File: src/vid_consts.svh
`ifndef VID_CONSTS_SVH
`define VID_CONSTS_SVH

// game colour channel width
`define VID_COLORW 4

// channel width after the bandwidth filter
`define VID_CLROUTW (`VID_COLORW + 1)

// scanline strength codes
`define VID_SL_OFF 2'd0
`define VID_SL_25  2'd1
`define VID_SL_50  2'd2
`define VID_SL_75  2'd3

// sync pin modes, code 3 falls back to separate syncs
`define VID_SYNC_SEP   2'd0
`define VID_SYNC_CSYNC 2'd1
`define VID_SYNC_SOG   2'd2

`endif

File: src/vid_pkg.sv
`include "vid_consts.svh"

package vid_pkg;

    // one pixel on the widened 5-bit scale
    typedef struct packed {
        logic [`VID_CLROUTW-1:0] r;
        logic [`VID_CLROUTW-1:0] g;
        logic [`VID_CLROUTW-1:0] b;
    } vid_pixel_t;

    // sync and blanking travelling with each pixel
    // lhbl and lvbl are high in active video
    typedef struct packed {
        logic hs;
        logic vs;
        logic lhbl;
        logic lvbl;
    } vid_sync_t;

    // static settings, held during a frame
    typedef struct packed {
        // two-tap horizontal low-pass on/off
        logic       bw_en;
        // one of the VID_SL_* codes
        logic [1:0] scanlines;
        // one of the VID_SYNC_* codes
        logic [1:0] sync_mode;
    } vid_cfg_t;

endpackage

File: src/vid_bw_filter.sv
`timescale 1ns/100ps
`include "vid_consts.svh"

module vid_bw_filter (
    input  logic                     clk,
    input  logic                     rst_i,
    input  logic                     pxl_cen_i,
    input  logic [3*`VID_COLORW-1:0] game_rgb_i,
    input  vid_pkg::vid_sync_t       game_sync_i,
    input  logic                     bw_en_i,
    output vid_pkg::vid_pixel_t      pixel_o,
    output vid_pkg::vid_sync_t       sync_o,
    output logic                     cen_o
);
    import vid_pkg::*;

    // current game pixel split into channels
    logic [`VID_COLORW-1:0] cur_r;
    logic [`VID_COLORW-1:0] cur_g;
    logic [`VID_COLORW-1:0] cur_b;

    // pixel from the previous strobe
    logic [`VID_COLORW-1:0] prev_r;
    logic [`VID_COLORW-1:0] prev_g;
    logic [`VID_COLORW-1:0] prev_b;

    vid_pixel_t filt_pixel;

    // both paths end on the same 5-bit scale
    function automatic logic [`VID_CLROUTW-1:0] filt_chan(
        input logic [`VID_COLORW-1:0] cur,
        input logic [`VID_COLORW-1:0] prev,
        input logic                   en
    );
        if (en) begin
            filt_chan = {1'b0, cur} + {1'b0, prev};
        end else begin
            filt_chan = {cur, 1'b0};
        end
    endfunction

    // red sits in the top nibble
    assign cur_r = game_rgb_i[3*`VID_COLORW-1 -: `VID_COLORW];
    assign cur_g = game_rgb_i[2*`VID_COLORW-1 -: `VID_COLORW];
    assign cur_b = game_rgb_i[`VID_COLORW-1:0];

    always_comb begin
        filt_pixel.r = filt_chan(cur_r, prev_r, bw_en_i);
        filt_pixel.g = filt_chan(cur_g, prev_g, bw_en_i);
        filt_pixel.b = filt_chan(cur_b, prev_b, bw_en_i);
    end

    // history and strobe
    always_ff @(posedge clk) begin
        if (rst_i) begin
            prev_r <= '0;
            prev_g <= '0;
            prev_b <= '0;
            cen_o  <= 1'b0;
        end else begin
            cen_o <= pxl_cen_i;
            // history follows every strobe, filter on or off
            if (pxl_cen_i) begin
                prev_r <= cur_r;
                prev_g <= cur_g;
                prev_b <= cur_b;
            end
        end
    end

    // pixel and syncs stay aligned
    always_ff @(posedge clk) begin
        if (pxl_cen_i) begin
            pixel_o <= filt_pixel;
            sync_o  <= game_sync_i;
        end
    end

endmodule

File: src/vid_scanline.sv
`timescale 1ns/100ps
`include "vid_consts.svh"

module vid_scanline (
    input  logic                clk,
    input  logic                rst_i,
    input  logic                cen_i,
    input  vid_pkg::vid_pixel_t pixel_i,
    input  vid_pkg::vid_sync_t  sync_i,
    input  logic [1:0]          scanlines_i,
    output vid_pkg::vid_pixel_t pixel_o,
    output vid_pkg::vid_sync_t  sync_o,
    output logic                cen_o
);
    import vid_pkg::*;

    logic       line_odd_q;
    logic       line_odd_d;
    // hs seen at the previous strobe
    logic       hs_last_q;
    logic       hs_rise;
    vid_pixel_t dim_pixel;

    function automatic logic [`VID_CLROUTW-1:0] dim_chan(
        input logic [`VID_CLROUTW-1:0] c,
        input logic [1:0]              mode
    );
        logic [`VID_CLROUTW-1:0] quarter;
        logic [`VID_CLROUTW-1:0] half;
        quarter = c >> 2;
        half    = c >> 1;
        case (mode)
            `VID_SL_25: dim_chan = c - quarter;
            `VID_SL_50: dim_chan = c - half;
            // c minus three quarters, i.e. c/4 rounded down
            `VID_SL_75: dim_chan = quarter;
            default:    dim_chan = c;
        endcase
    endfunction

    always_comb begin
        hs_rise = sync_i.hs & ~hs_last_q;
        // parity of the line this pixel belongs to
        if (sync_i.vs) begin
            line_odd_d = 1'b0;
        end else if (hs_rise) begin
            line_odd_d = ~line_odd_q;
        end else begin
            line_odd_d = line_odd_q;
        end

        dim_pixel = pixel_i;
        if (line_odd_d) begin
            dim_pixel.r = dim_chan(pixel_i.r, scanlines_i);
            dim_pixel.g = dim_chan(pixel_i.g, scanlines_i);
            dim_pixel.b = dim_chan(pixel_i.b, scanlines_i);
        end
    end

    always_ff @(posedge clk) begin
        if (rst_i) begin
            line_odd_q <= 1'b0;
            hs_last_q  <= 1'b0;
            cen_o      <= 1'b0;
        end else begin
            cen_o <= cen_i;
            if (cen_i) begin
                line_odd_q <= line_odd_d;
                hs_last_q  <= sync_i.hs;
            end
        end
    end

    always_ff @(posedge clk) begin
        if (cen_i) begin
            pixel_o <= dim_pixel;
            sync_o  <= sync_i;
        end
    end

endmodule

File: src/vid_sync_out.sv
`timescale 1ns/100ps
`include "vid_consts.svh"

module vid_sync_out (
    input  logic                clk,
    input  logic                rst_i,
    input  logic                cen_i,
    input  vid_pkg::vid_pixel_t pixel_i,
    input  vid_pkg::vid_sync_t  sync_i,
    input  logic [1:0]          sync_mode_i,
    output logic [7:0]          vga_r_o,
    output logic [7:0]          vga_g_o,
    output logic [7:0]          vga_b_o,
    output logic                video_hs_o,
    output logic                video_vs_o,
    output logic                video_de_o
);

    logic       de;
    logic       csync;
    logic [7:0] r8;
    logic [7:0] g8;
    logic [7:0] b8;
    // pin pair chosen by the sync mode
    logic       hs_pin;
    logic       vs_pin;

    // replicate the top bits into the empty low bits
    function automatic logic [7:0] stretch8(
        input logic [`VID_CLROUTW-1:0] c
    );
        stretch8 = {c, c[`VID_CLROUTW-1 -: (8 - `VID_CLROUTW)]};
    endfunction

    always_comb begin
        de    = sync_i.lhbl & sync_i.lvbl;
        csync = sync_i.hs | sync_i.vs;

        // black outside active video
        if (de) begin
            r8 = stretch8(pixel_i.r);
            g8 = stretch8(pixel_i.g);
            b8 = stretch8(pixel_i.b);
        end else begin
            r8 = 8'd0;
            g8 = 8'd0;
            b8 = 8'd0;
        end
    end

    always_comb begin
        case (sync_mode_i)
            // scart style, vs held high to select rgb
            `VID_SYNC_CSYNC: begin
                hs_pin = csync;
                vs_pin = 1'b1;
            end
            `VID_SYNC_SOG: begin
                hs_pin = 1'b1;
                vs_pin = csync;
            end
            // SEP and the spare code
            default: begin
                hs_pin = sync_i.hs;
                vs_pin = sync_i.vs;
            end
        endcase
    end

    always_ff @(posedge clk) begin
        if (rst_i) begin
            vga_r_o    <= 8'd0;
            vga_g_o    <= 8'd0;
            vga_b_o    <= 8'd0;
            video_hs_o <= 1'b0;
            video_vs_o <= 1'b0;
            video_de_o <= 1'b0;
        end else if (cen_i) begin
            vga_r_o    <= r8;
            vga_g_o    <= g8;
            vga_b_o    <= b8;
            video_hs_o <= hs_pin;
            video_vs_o <= vs_pin;
            video_de_o <= de;
        end
    end

endmodule

File: src/vid_out_top.sv
`timescale 1ns/100ps
`include "vid_consts.svh"

module vid_out_top (
    input  logic                     clk,
    input  logic                     rst_i,
    input  logic                     pxl_cen_i,
    input  logic [3*`VID_COLORW-1:0] game_rgb_i,
    input  vid_pkg::vid_sync_t       game_sync_i,
    input  vid_pkg::vid_cfg_t        cfg_i,
    output logic [7:0]               vga_r_o,
    output logic [7:0]               vga_g_o,
    output logic [7:0]               vga_b_o,
    output logic                     video_hs_o,
    output logic                     video_vs_o,
    output logic                     video_de_o
);
    import vid_pkg::*;

    // filter to scanline stage
    vid_pixel_t pixel_a;
    vid_sync_t  sync_a;
    logic       cen_a;

    // scanline to output stage
    vid_pixel_t pixel_b;
    vid_sync_t  sync_b;
    logic       cen_b;

    vid_bw_filter vid_bw_filter_inst (
        .clk         (clk),
        .rst_i       (rst_i),
        .pxl_cen_i   (pxl_cen_i),
        .game_rgb_i  (game_rgb_i),
        .game_sync_i (game_sync_i),
        .bw_en_i     (cfg_i.bw_en),
        .pixel_o     (pixel_a),
        .sync_o      (sync_a),
        .cen_o       (cen_a)
    );

    vid_scanline vid_scanline_inst (
        .clk         (clk),
        .rst_i       (rst_i),
        .cen_i       (cen_a),
        .pixel_i     (pixel_a),
        .sync_i      (sync_a),
        .scanlines_i (cfg_i.scanlines),
        .pixel_o     (pixel_b),
        .sync_o      (sync_b),
        .cen_o       (cen_b)
    );

    vid_sync_out vid_sync_out_inst (
        .clk         (clk),
        .rst_i       (rst_i),
        .cen_i       (cen_b),
        .pixel_i     (pixel_b),
        .sync_i      (sync_b),
        .sync_mode_i (cfg_i.sync_mode),
        .vga_r_o     (vga_r_o),
        .vga_g_o     (vga_g_o),
        .vga_b_o     (vga_b_o),
        .video_hs_o  (video_hs_o),
        .video_vs_o  (video_vs_o),
        .video_de_o  (video_de_o)
    );

endmodule

File: config.mk
export PLATFORM = sky130hd
export DESIGN_NAME = vid_out_top
export DESIGN_NICKNAME = d
export VERILOG_FILES = /design/src/vid_pkg.sv /design/src/vid_bw_filter.sv /design/src/vid_scanline.sv /design/src/vid_sync_out.sv /design/src/vid_out_top.sv
export VERILOG_INCLUDE_DIRS = /design/src /design/src/src
export SDC_FILE = /design/constraint.sdc
export NUM_CORES = 1
export LEC_CHECK = 0
export BUFFER_PORTS_ARGS = -buffer_cell sky130_fd_sc_hd__buf_2
export CAP_MARGIN = 25
export CORE_AREA = 2 2 85 87
export DETAILED_ROUTE_END_ITERATION = 16
export DIE_AREA = 0 0 87 89
export GPL_TIMING_DRIVEN = 0
export PLACE_DENSITY = 0.75
export SETUP_SLACK_MARGIN = 0.5
export SLEW_MARGIN = 20
export SYNTH_ARGS = -nofsm -noshare
export SYNTH_HDL_FRONTEND = slang
export SYNTH_SLANG_ARGS = --single-unit
File: constraint.sdc
create_clock -name clk -period 2.9 [get_ports clk]
set_input_delay 0.58 -clock clk [delete_from_list [all_inputs] [get_ports clk]]
set_output_delay 0.58 -clock clk [all_outputs]
set_load 0.02 [all_outputs]
==> impl_metrics.ini, run 1 <==
[run_status]
status = completed

[logic_synthesis]
synth_largest_area_cell = edfxtp_1
synth_fp_nets = 429
synth_cell_types = 39
synth_common_cells = nor2_1 (39), edfxtp_1 (38), dfxtp_1 (34)
synthArstFlopShare_pct = 0
synthCells = 369
yosysMostFrequentCell = nor2_1
synth_edf_count = 38
ys_seq_elements = 72
yosysSeqAreaShare_pct = 47.2
synth_top_area_share_pct = 29.6
synthTopCellsByArea = edfxtp_1 (30%), dfxtp_1 (18%), ha_1 (9.7%)
syn_avg_cell_area_um2 = 10.5
synth_flop_cell = edfxtp_1
syn_area_um2 = 3860
ys_warn_count = 0

[cts]
worstSkewPairLatency_ns = 0.34
h-tree-depth = 3
cts-root-buf = clkbuf_8
cts_tree = yes
cts_made_buffers = 9
cts_buffer_depth = 2
ctsHoldBuffers = 0
clk_pin_slew_ns = 0.08
clock-sinks = 72

[cells_and_area]
syn2layout_area_growth_pct = 18.1
final_nets = 493
post-route-util_pct = 67.9
final_area_um2 = 4560
diodes = 0
drive_above_1_share_pct = 24.2

[placed_design]
gp_congestion = 0.813
io_buffers = 48
dpl.hpwl_um = 5250
dpl-instance-area_um2 = 4270

[power]
leakagePower_nw = 2.03
p_per_area_nw_per_um2 = 563
ir_drop_v = 0.000277

[grt]
grt_max_degree = 24
grt_antenna_before_repair = 0
first_global_vias = 2691
grt_first_pass_wirelength_um = 12000
grtUsageTotal_pct = 20.1
grt_overflow = 0

[sta]
hold_slack_ns = 0.412
fin_crit_sh_pct = 81.5
timing.setup.tns_ns = 0
fmax_mhz = 423
fin_skew_ns = 0.00776
slew_headroom_pct = 42.6
rsz0062_at_grt = true
slew_viol_final = 0
period_needed_ns = 2.36
finalHoldViolCount = 0
tightest_slew_ns = 0.859
setup-violations-final = 0

[job]
maxCapViolations = 0

[die]
core-area_um2 = 6720
fp-row-count = 30
die-area_um2 = 7740
start_util_pct = 57.5
ios = 51
dieWidth_um = 87
fp.dieH_um = 89

[hold_path]
hold_class = input pin to flop

[drt]
wl_per_cell_um = 13.2
viasPerCell = 5.23
dr.pass1.iters = 5
vias = 2710
final_antenna_net_count = 0
wl_um = 6840
drt-initial-drc-count = 139
drc = 0

[worst_setup_path]
reg2reg_from = vid_bw_filter_inst.pixel_o[12]$_DFFE_PP_
r2r_slack_ns = 0.77
r2r.worst_path.cells = 8
crit_end = vid_scanline_inst.pixel_o[14]$_DFFE_PP_
worst_r2r_endpoint = vid_scanline_inst.pixel_o[14]$_DFFE_PP_
critPathKind = input pin to flop
cp.arrival_ns = 2.55
critical_path_required_ns = 3.09
startpoint = cfg_i[3]
startpoint_type = input pin
cp-end-kind = flop
cp_max_fo = 4
kinds of logic (layout without fill, tap and decap cells):
kind of cell               after synthesis  count (layout)  synth area share, %
AOI/OAI and AO/OA                       88              88                 14.3
muxes                                   25              25                 6.74
xor gates and xnor gates                14              14                 3.37
DFF                                     72              72                 47.2
and+or+nand+nor                         78              78                 8.91
adders and majority gates               36              36                 12.8
buffers and inverters                   56             125                 6.64
worst max-delay path, cell delays in order:
cell	delay, ns
buf_4	0.13
ha_2	0.17
buf_8	0.12
mux2_4	0.20
ha_4	0.14
inv_2	0.04
fa_2	0.34
a21o_1	0.19
a21o_1	0.19
or3_1	0.30
o211ai_1	0.15
area by class of cell:
| cell class | instances | area, um^2 |
|---|---|---|
| buffer | 27 | 169 |
| tap | 80 | 100 |
| fill | 506 | 2160 |
| sequential | 72 | 1820 |
| clock buffer | 9 | 124 |
| clock inverter | 7 | 119 |
| inverter | 29 | 109 |
| timing repair buffer | 53 | 287 |
| multi-input combinational | 241 | 1830 |
report_power, final:
group	switching, mW	internal [mW]	total [mW]
clock network	0.372	0.573	0.944
logic	0.227	0.203	0.430
registers	0.0455	1.15	1.19
total	0.644	1.92	2.57
stage by stage:
stage / worst slack, ns / instances / power, mW
global route: 0.494 / 518 / 2.70
floorplan: 0.347 / 369 / 1.52
global placement: 0.142 / 497 / 1.61
detailed placement: 0.116 / 497 / 1.63
CTS: 0.502 / 515 / 2.58
finish: 0.537 / 518 / 2.57
repair_timing:
item	4_1_cts	5_1_grt
hold endpoints to repair	0	0
resized for setup	0	5
endpoints found under the setup margin	1	4
setup buffers	2	3
pin swaps	0	8
state kept, by name, summed over array words and instances (netlist names):
name,flops
vid_bw_filter_inst.pixel_o,15
vid_scanline_inst.pixel_o,15
vid_sync_out_inst.vga_b_o,5
vid_sync_out_inst.vga_g_o,5
vid_sync_out_inst.vga_r_o,5
vid_bw_filter_inst.prev_b,4
vid_bw_filter_inst.prev_g,4
vid_bw_filter_inst.prev_r,4
vid_bw_filter_inst.sync_o,4
vid_scanline_inst.sync_o,4
vid_bw_filter_inst.cen_o,1
vid_scanline_inst.cen_o,1
vid_scanline_inst.hs_last_q,1
vid_scanline_inst.line_odd_q,1
vid_sync_out_inst.video_de_o,1
vid_sync_out_inst.video_hs_o,1
vid_sync_out_inst.video_vs_o,1
cell usage in the layout, fill, tap and decap left out, drive strengths merged, types with 6 or more instances in the layout:
cell type | netlist | final
clkbuf | 12 | 20
a22oi | 19 | 19
ha | 30 | 30
nand3 | 6 | 6
nor2 | 39 | 39
xnor2 | 9 | 9
a21o | 10 | 10
nand2 | 19 | 19
a21oi | 24 | 24
buf | 15 | 69
edfxtp | 38 | 38
o21ai | 24 | 24
mux2i | 17 | 17
dfxtp | 34 | 34
mux2 | 8 | 8
inv | 28 | 29
fa | 6 | 6
worst min path at each step:
| stage | slack (ns) | cells after the start | from | to |
|---|---|---|---|---|
| global placement | 0.41 | 0 | vid_bw_filter_inst.sync_o[0]$_DFFE_PP_ | vid_scanline_inst.sync_o[0]$_DFFE_PP_ |
| detailed placement | 0.40 | 0 | vid_bw_filter_inst.sync_o[1]$_DFFE_PP_ | vid_scanline_inst.sync_o[1]$_DFFE_PP_ |
| floorplan | 0.40 | 0 | vid_bw_filter_inst.sync_o[0]$_DFFE_PP_ | vid_scanline_inst.sync_o[0]$_DFFE_PP_ |
| CTS | 0.39 | 1 | game_sync_i[2] | vid_bw_filter_inst.sync_o[2]$_DFFE_PP_ |
| finish | 0.41 | 1 | game_sync_i[2] | vid_bw_filter_inst.sync_o[2]$_DFFE_PP_ |
| global route | 0.39 | 1 | game_sync_i[3] | vid_bw_filter_inst.sync_o[3]$_DFFE_PP_ |
metal layers:
metal | part of all wire [%] | track usage [%] | routed length, um
met1 | 44 | 22.7 | 3010
met2 | 51 | 36.8 | 3450
met3 | 3.4 | 3.23 | 232
met4 | 2.0 | 9.94 | 140
met5 | 0 | 0 | 0
(Power assumes the default switching activity.)
==> inputs of run 2 (changes only) <==
==> constraint.sdc (replaced) <==
create_clock -name clk -period 2.41 [get_ports clk]
set_input_delay 0.482 -clock clk [delete_from_list [all_inputs] [get_ports clk]]
set_output_delay 0.482 -clock clk [all_outputs]
set_load 0.02 [all_outputs]
==> run 2 against run 1 <==
  * Sequential power increased by 20%
  * Via count increased by 2.5%
  * Sequential share of layout area decreased by 1.3 points
  * Non-clock buffer count increased by 7
  * Worst setup slack got worse by 0.34 ns
  * Highest routed layer unchanged
  * Critical path depth increased by 1
  * Design area increased by 3.3%
  * Routed wire length increased by 5.0%
  * Final cell count increased by 1.4%
  * Count of clock-buffer cells in the layout unchanged
  * Critical path type unchanged
==> impl_metrics.ini, run 2 (same netlist as run 1, synthesis figures left out) <==
[die]
core-area_um2 = 6720
ios = 51
fp.dieH_um = 89
dieWidth_um = 87
fp-row-count = 30
start_util_pct = 57.5
die-area_um2 = 7740

[worst_setup_path]
critical_path_required_ns = 2.59
r2r.worst_path.cells = 8
cp.arrival_ns = 2.39
cp_max_fo = 4
startpoint = cfg_i[2]
startpoint_type = input pin
cp-end-kind = flop
reg2reg_from = vid_bw_filter_inst.pixel_o[11]$_DFFE_PP_
critPathKind = input pin to flop

[drt]
viasPerCell = 5.29
drc = 0
vias = 2779
final_antenna_net_count = 0
dr.pass1.iters = 4
drt-initial-drc-count = 132
wl_um = 7180
wl_per_cell_um = 13.7

[job]
maxCapViolations = 0

[cells_and_area]
layout_common_cells = buf_2 (50), nor2_1 (38), edfxtp_1 (38), dfxtp_1 (34)
final_common_cell = buf_2
reg_top3 = vid_bw_filter_inst.pixel_o: 15 flops, vid_scanline_inst.pixel_o: 15 flops
seqCellArea_um2 = 1820
nFillCells = 498
syn2layout_area_growth_pct = 22.0
drive_above_1_share_pct = 27.9
final_nets = 500
multi_input_area_um2 = 1910
post-route-util_pct = 70.1
final_cells = 525
diodes = 0

[sta]
period_needed_ns = 2.22
slew_viol_final = 0
tightest_slew_ns = 0.863
finalHoldViolCount = 0
fin_skew_ns = 0.00967
setup-violations-final = 0
timing.setup.tns_ns = 0
fmax_mhz = 451
fin_crit_sh_pct = 91.9
rsz0062_at_grt = true
setup_slack_ns = 0.195
slew_headroom_pct = 42.4

[power]
p_per_area_nw_per_um2 = 652
power_mw = 3.07
power_switching_mw = 0.821
clkPwrFrac_pct = 34.1
combPwrFrac_pct = 19.2
ir_drop_v = 0.000359
switching_share_pct = 26.7
leakagePower_nw = 2.09
power.internal_mw = 2.25
seq_power_share_pct = 46.7

[run_status]
status = completed

[grt]
grt_overflow = 0
grtUsageTotal_pct = 19.7
grt_max_degree = 24
grt_first_pass_wirelength_um = 11800
grt_antenna_before_repair = 0
first_global_vias = 2651

[cts]
clk_pin_slew_ns = 0.08
h-tree-depth = 3
cts_buffer_depth = 2
cts_tree = yes
worstSkewPairLatency_ns = 0.34
cts-root-buf = clkbuf_8
clock-sinks = 72
cts_made_buffers = 9
ctsHoldBuffers = 0

[hold_path]
holdPathStages = 1
min_from = game_sync_i[1]
hold_class = input pin to flop

[placed_design]
pre_cts_slack_ns = -0.333
dpl.hpwl_um = 5160
gp_congestion = 0.813
dp.cells = 497
io_buffers = 48
[run 2: changes by cell type in the layout (fill, tap and decap cells not counted), moves of 2 or more]
cell	before	now
o21ai_1	1	6
buf_4	15	20
nor2b_1	4	2
o21ai_0	23	15
nor2b_2	0	2
o21ai_2	0	3
ha_2	2	0
mux2_2	6	3
ha_1	26	24
ha_4	2	6
inv_1	26	24
mux2_4	2	5
[run 2: path summary, 6_finish.rpt]
| check | to | slack, ns |
|---|---|---|
| max | vid_scanline_inst.pixel_o[14]$_DFFE_PP_ | 0.19 |
| min reg2reg | vid_scanline_inst.sync_o[1]$_DFFE_PP_ | 0.42 |
| max reg2reg | vid_scanline_inst.pixel_o[14]$_DFFE_PP_ | 0.29 |
| min | vid_bw_filter_inst.sync_o[1]$_DFFE_PP_ | 0.32 |
[run 2: power by group through the flow]
stage | clock, mW | sequential (mW) | combinational, mW
after floorplan | 0 | 1.45 | 0.391
after global placement | 0 | 1.46 | 0.500
after detailed placement | 0 | 1.46 | 0.514
after CTS | 1.07 | 1.43 | 0.563
after global routing | 1.10 | 1.44 | 0.661
final | 1.05 | 1.43 | 0.591
[run 2: routing by layer]
layer / up-vias / global-route usage [%] / share of wire, %
met1: 1252 / 22.8 / 43
met4: 0 / 9.66 / 2.7
met3: 15 / 2.77 / 4.0
met5: - / 0 / 0
met2: 79 / 35.7 / 50
li1: 1433 / - / -
[run 2: worst max-delay path, cell delays in order]
cell	delay (ns)
buf_12	0.09
inv_12	0.03
ha_4	0.14
clkbuf_16	0.14
mux2_4	0.20
ha_4	0.12
inv_2	0.03
fa_2	0.34
a21o_1	0.16
a21o_1	0.17
or3_1	0.30
o211ai_1	0.17
[run 2: final cells by class]
class	count	share of cell area, %
multi-input combinational	241	40.6
sequential	72	38.7
timing repair buffer	60	7.62
buffer	27	3.82
clock buffer	9	2.63
inverter	29	2.58
tap	80	2.12
clock inverter	7	1.99
[run 2: per-stage QoR]
step	area (um^2)	hold WS, ns
after global routing	4710	0.304
after detailed placement	4310	0.408
final	4710	0.318
after CTS	4680	0.301
after floorplan	3970	0.400
after global placement	4310	0.404
[run 2: timing repair]
item | in CTS | in global routing
setup endpoints to repair | 12 | 14
buffers inserted | 9 | 3
gates resized for setup | 20 | 6
pin swaps | 19 | 3
==> inputs of run 3 (changes only) <==
--- a/config.mk
+++ b/config.mk
@@ -8,11 +8,11 @@
 export LEC_CHECK = 0
 export BUFFER_PORTS_ARGS = -buffer_cell sky130_fd_sc_hd__buf_2
 export CAP_MARGIN = 25
-export CORE_AREA = 2 2 85 87
+export CORE_AREA = 2 2 90 92
 export DETAILED_ROUTE_END_ITERATION = 16
-export DIE_AREA = 0 0 87 89
+export DIE_AREA = 0 0 92 94
 export GPL_TIMING_DRIVEN = 0
-export PLACE_DENSITY = 0.75
+export PLACE_DENSITY = 0.7
 export SETUP_SLACK_MARGIN = 0.5
 export SLEW_MARGIN = 20
 export SYNTH_ARGS = -nofsm -noshare
==> constraint.sdc (replaced) <==
create_clock -name clk -period 1.9 [get_ports clk]
set_input_delay 0.38 -clock clk [delete_from_list [all_inputs] [get_ports clk]]
set_output_delay 0.38 -clock clk [all_outputs]
set_load 0.02 [all_outputs]
==> run 3 against run 2 <==
  * Combinational power increased by 54%
  * Non-clock buffer count increased by 16
  * Global-route usage decreased by 1.2 points
  * Sequential share of layout area decreased by 2.9 points
  * Highest routed layer unchanged
  * Worst setup slack got worse by 0.42 ns
  * Register-to-register slack got worse by 0.43 ns
  * Worst hold slack got worse by 0.10 ns
  * The flow now finishes with violations (negative setup slack)
==> impl_metrics.ini, run 3 (same netlist as run 1, synthesis figures left out) <==
[cts]
clock-sinks = 72
cts_buffer_depth = 2
cts_made_buffers = 9
cts-root-buf = clkbuf_8
ctsHoldBuffers = 0
worstSkewPairLatency_ns = 0.33
h-tree-depth = 3
clk_pin_slew_ns = 0.08
cts_tree = yes

[hold_path]
min_from = game_sync_i[2]
hold_class = input pin to flop

[die]
ios = 51
core-area_um2 = 7610
start_util_pct = 50.8
fp.dieH_um = 94
dieWidth_um = 92
die-area_um2 = 8650
fp-row-count = 32

[drt]
drt-initial-drc-count = 129
final_antenna_net_count = 0
wl_per_cell_um = 13.4
vias = 2897
wl_um = 7540
drc = 0
viasPerCell = 5.15
dr.pass1.iters = 5

[job]
maxCapViolations = 0

[grt]
first_global_vias = 2807
grt.busiest_layer = met2
use_met3_pct = 3.61
grtUsageTotal_pct = 18.4
grtUsageMet1_pct = 22.0
grt_overflow = 0
grt_max_degree = 24
grt_use_met2_pct = 32.2
grt_first_pass_wirelength_um = 12500
grt_antenna_before_repair = 0

[cells_and_area]
reg_top3 = vid_bw_filter_inst.pixel_o: 15 flops, vid_scanline_inst.pixel_o: 15 flops
final_cells = 563
diodes = 0
seqCellArea_um2 = 1830
post-route-util_pct = 67.4
final_nets = 516
drive_above_1_share_pct = 41.0
syn2layout_area_growth_pct = 32.7
multi_input_area_um2 = 2150
final_common_cell = buf_2
nFillCells = 584
layout_common_cells = buf_2 (46), nor2_1 (38), edfxtp_1 (38), buf_4 (32), dfxtp_1 (26)

[run_status]
violations = negative setup slack
status = complete, but fails checks

[sta]
fin_crit_sh_pct = 112
tightest_slew_ns = 0.562
setup_slack_ns = -0.230
setup-violations-final = 12
slew_headroom_pct = 62.5
slew_viol_final = 0
fin_skew_ns = 0.0104
rsz0062_at_grt = true
hold_slack_ns = 0.218
period_needed_ns = 2.13
timing.setup.tns_ns = -1.22
fmax_mhz = 470
finalHoldViolCount = 0

[placed_design]
io_buffers = 48
dp.cells = 519
gp_congestion = 0.829
dpl.hpwl_um = 5330

[worst_setup_path]
cp-end-kind = flop
startpoint_type = input pin
cp.arrival_ns = 2.30
startpoint = cfg_i[3]
reg2reg_from = vid_bw_filter_inst.pixel_o[12]$_DFFE_PP_
critPathKind = input pin to flop
cp_max_fo = 4
critical_path_required_ns = 2.07

[power]
power_mw = 3.88
ir_drop_v = 0.000481
p_per_area_nw_per_um2 = 757
leakagePower_nw = 2.20
-- run 3: cell type report --
class,count,share of cell area (%)
inverter,29,2.52
multi-input combinational,241,42.1
tap,102,2.49
timing repair buffer,76,9.77
clock inverter,6,1.17
sequential,72,35.8
buffer,27,3.76
clock buffer,10,2.49
-- run 3: per-stage QoR --
stage	instance area [um^2]	setup WS (ns)
after detailed placement	4470	-0.739
after global routing	5120	-0.290
final	5120	-0.230
after floorplan	4100	-0.419
after CTS	4900	-0.217
after global placement	4470	-0.714
-- run 3: final timing paths --
| kind | to | slack (ns) | cells after the start |
|---|---|---|---|
| max | vid_scanline_inst.pixel_o[14]$_DFFE_PP_ | -0.23 | 11 |
| min | vid_bw_filter_inst.sync_o[2]$_DFFE_PP_ | 0.22 | 1 |
| min reg2reg | vid_scanline_inst.sync_o[0]$_DFFE_PP_ | 0.43 | 0 |
| max reg2reg | vid_scanline_inst.pixel_o[14]$_DFFE_PP_ | -0.14 | 8 |
-- run 3: timing repair --
item                                    4_1_cts  5_1_grt
gates cloned                                  0        0
resized for setup                            36       40
endpoints found under the setup margin       37       43
buffers inserted                             17       11
pin swaps                                    40       28
-- run 3: metal layers --
metal	up-vias	share of wire [%]
li1	1461	-
met1	1332	43
met2	82	50
met3	22	4.3
met4	0	2.6
met5	-	0
-- run 3: power by group --
| part | internal, mW | switching (mW) | leakage, nW | total, mW |
|---|---|---|---|---|
| logic | 0.466 | 0.442 | 1.46 | 0.908 |
| registers | 1.75 | 0.0726 | 0.647 | 1.82 |
| clock network | 0.600 | 0.545 | 0.0937 | 1.15 |
| total | 2.82 | 1.06 | 2.20 | 3.88 |
-- run 3: worst max-delay path: stages --
cell       delay [ns]
buf_8            0.11
ha_4             0.15
clkbuf_16        0.15
mux2_4           0.20
ha_4             0.13
inv_2            0.03
fa_2             0.33
a21o_1           0.19
a21o_1           0.16
or3_1            0.30
o211ai_1         0.16
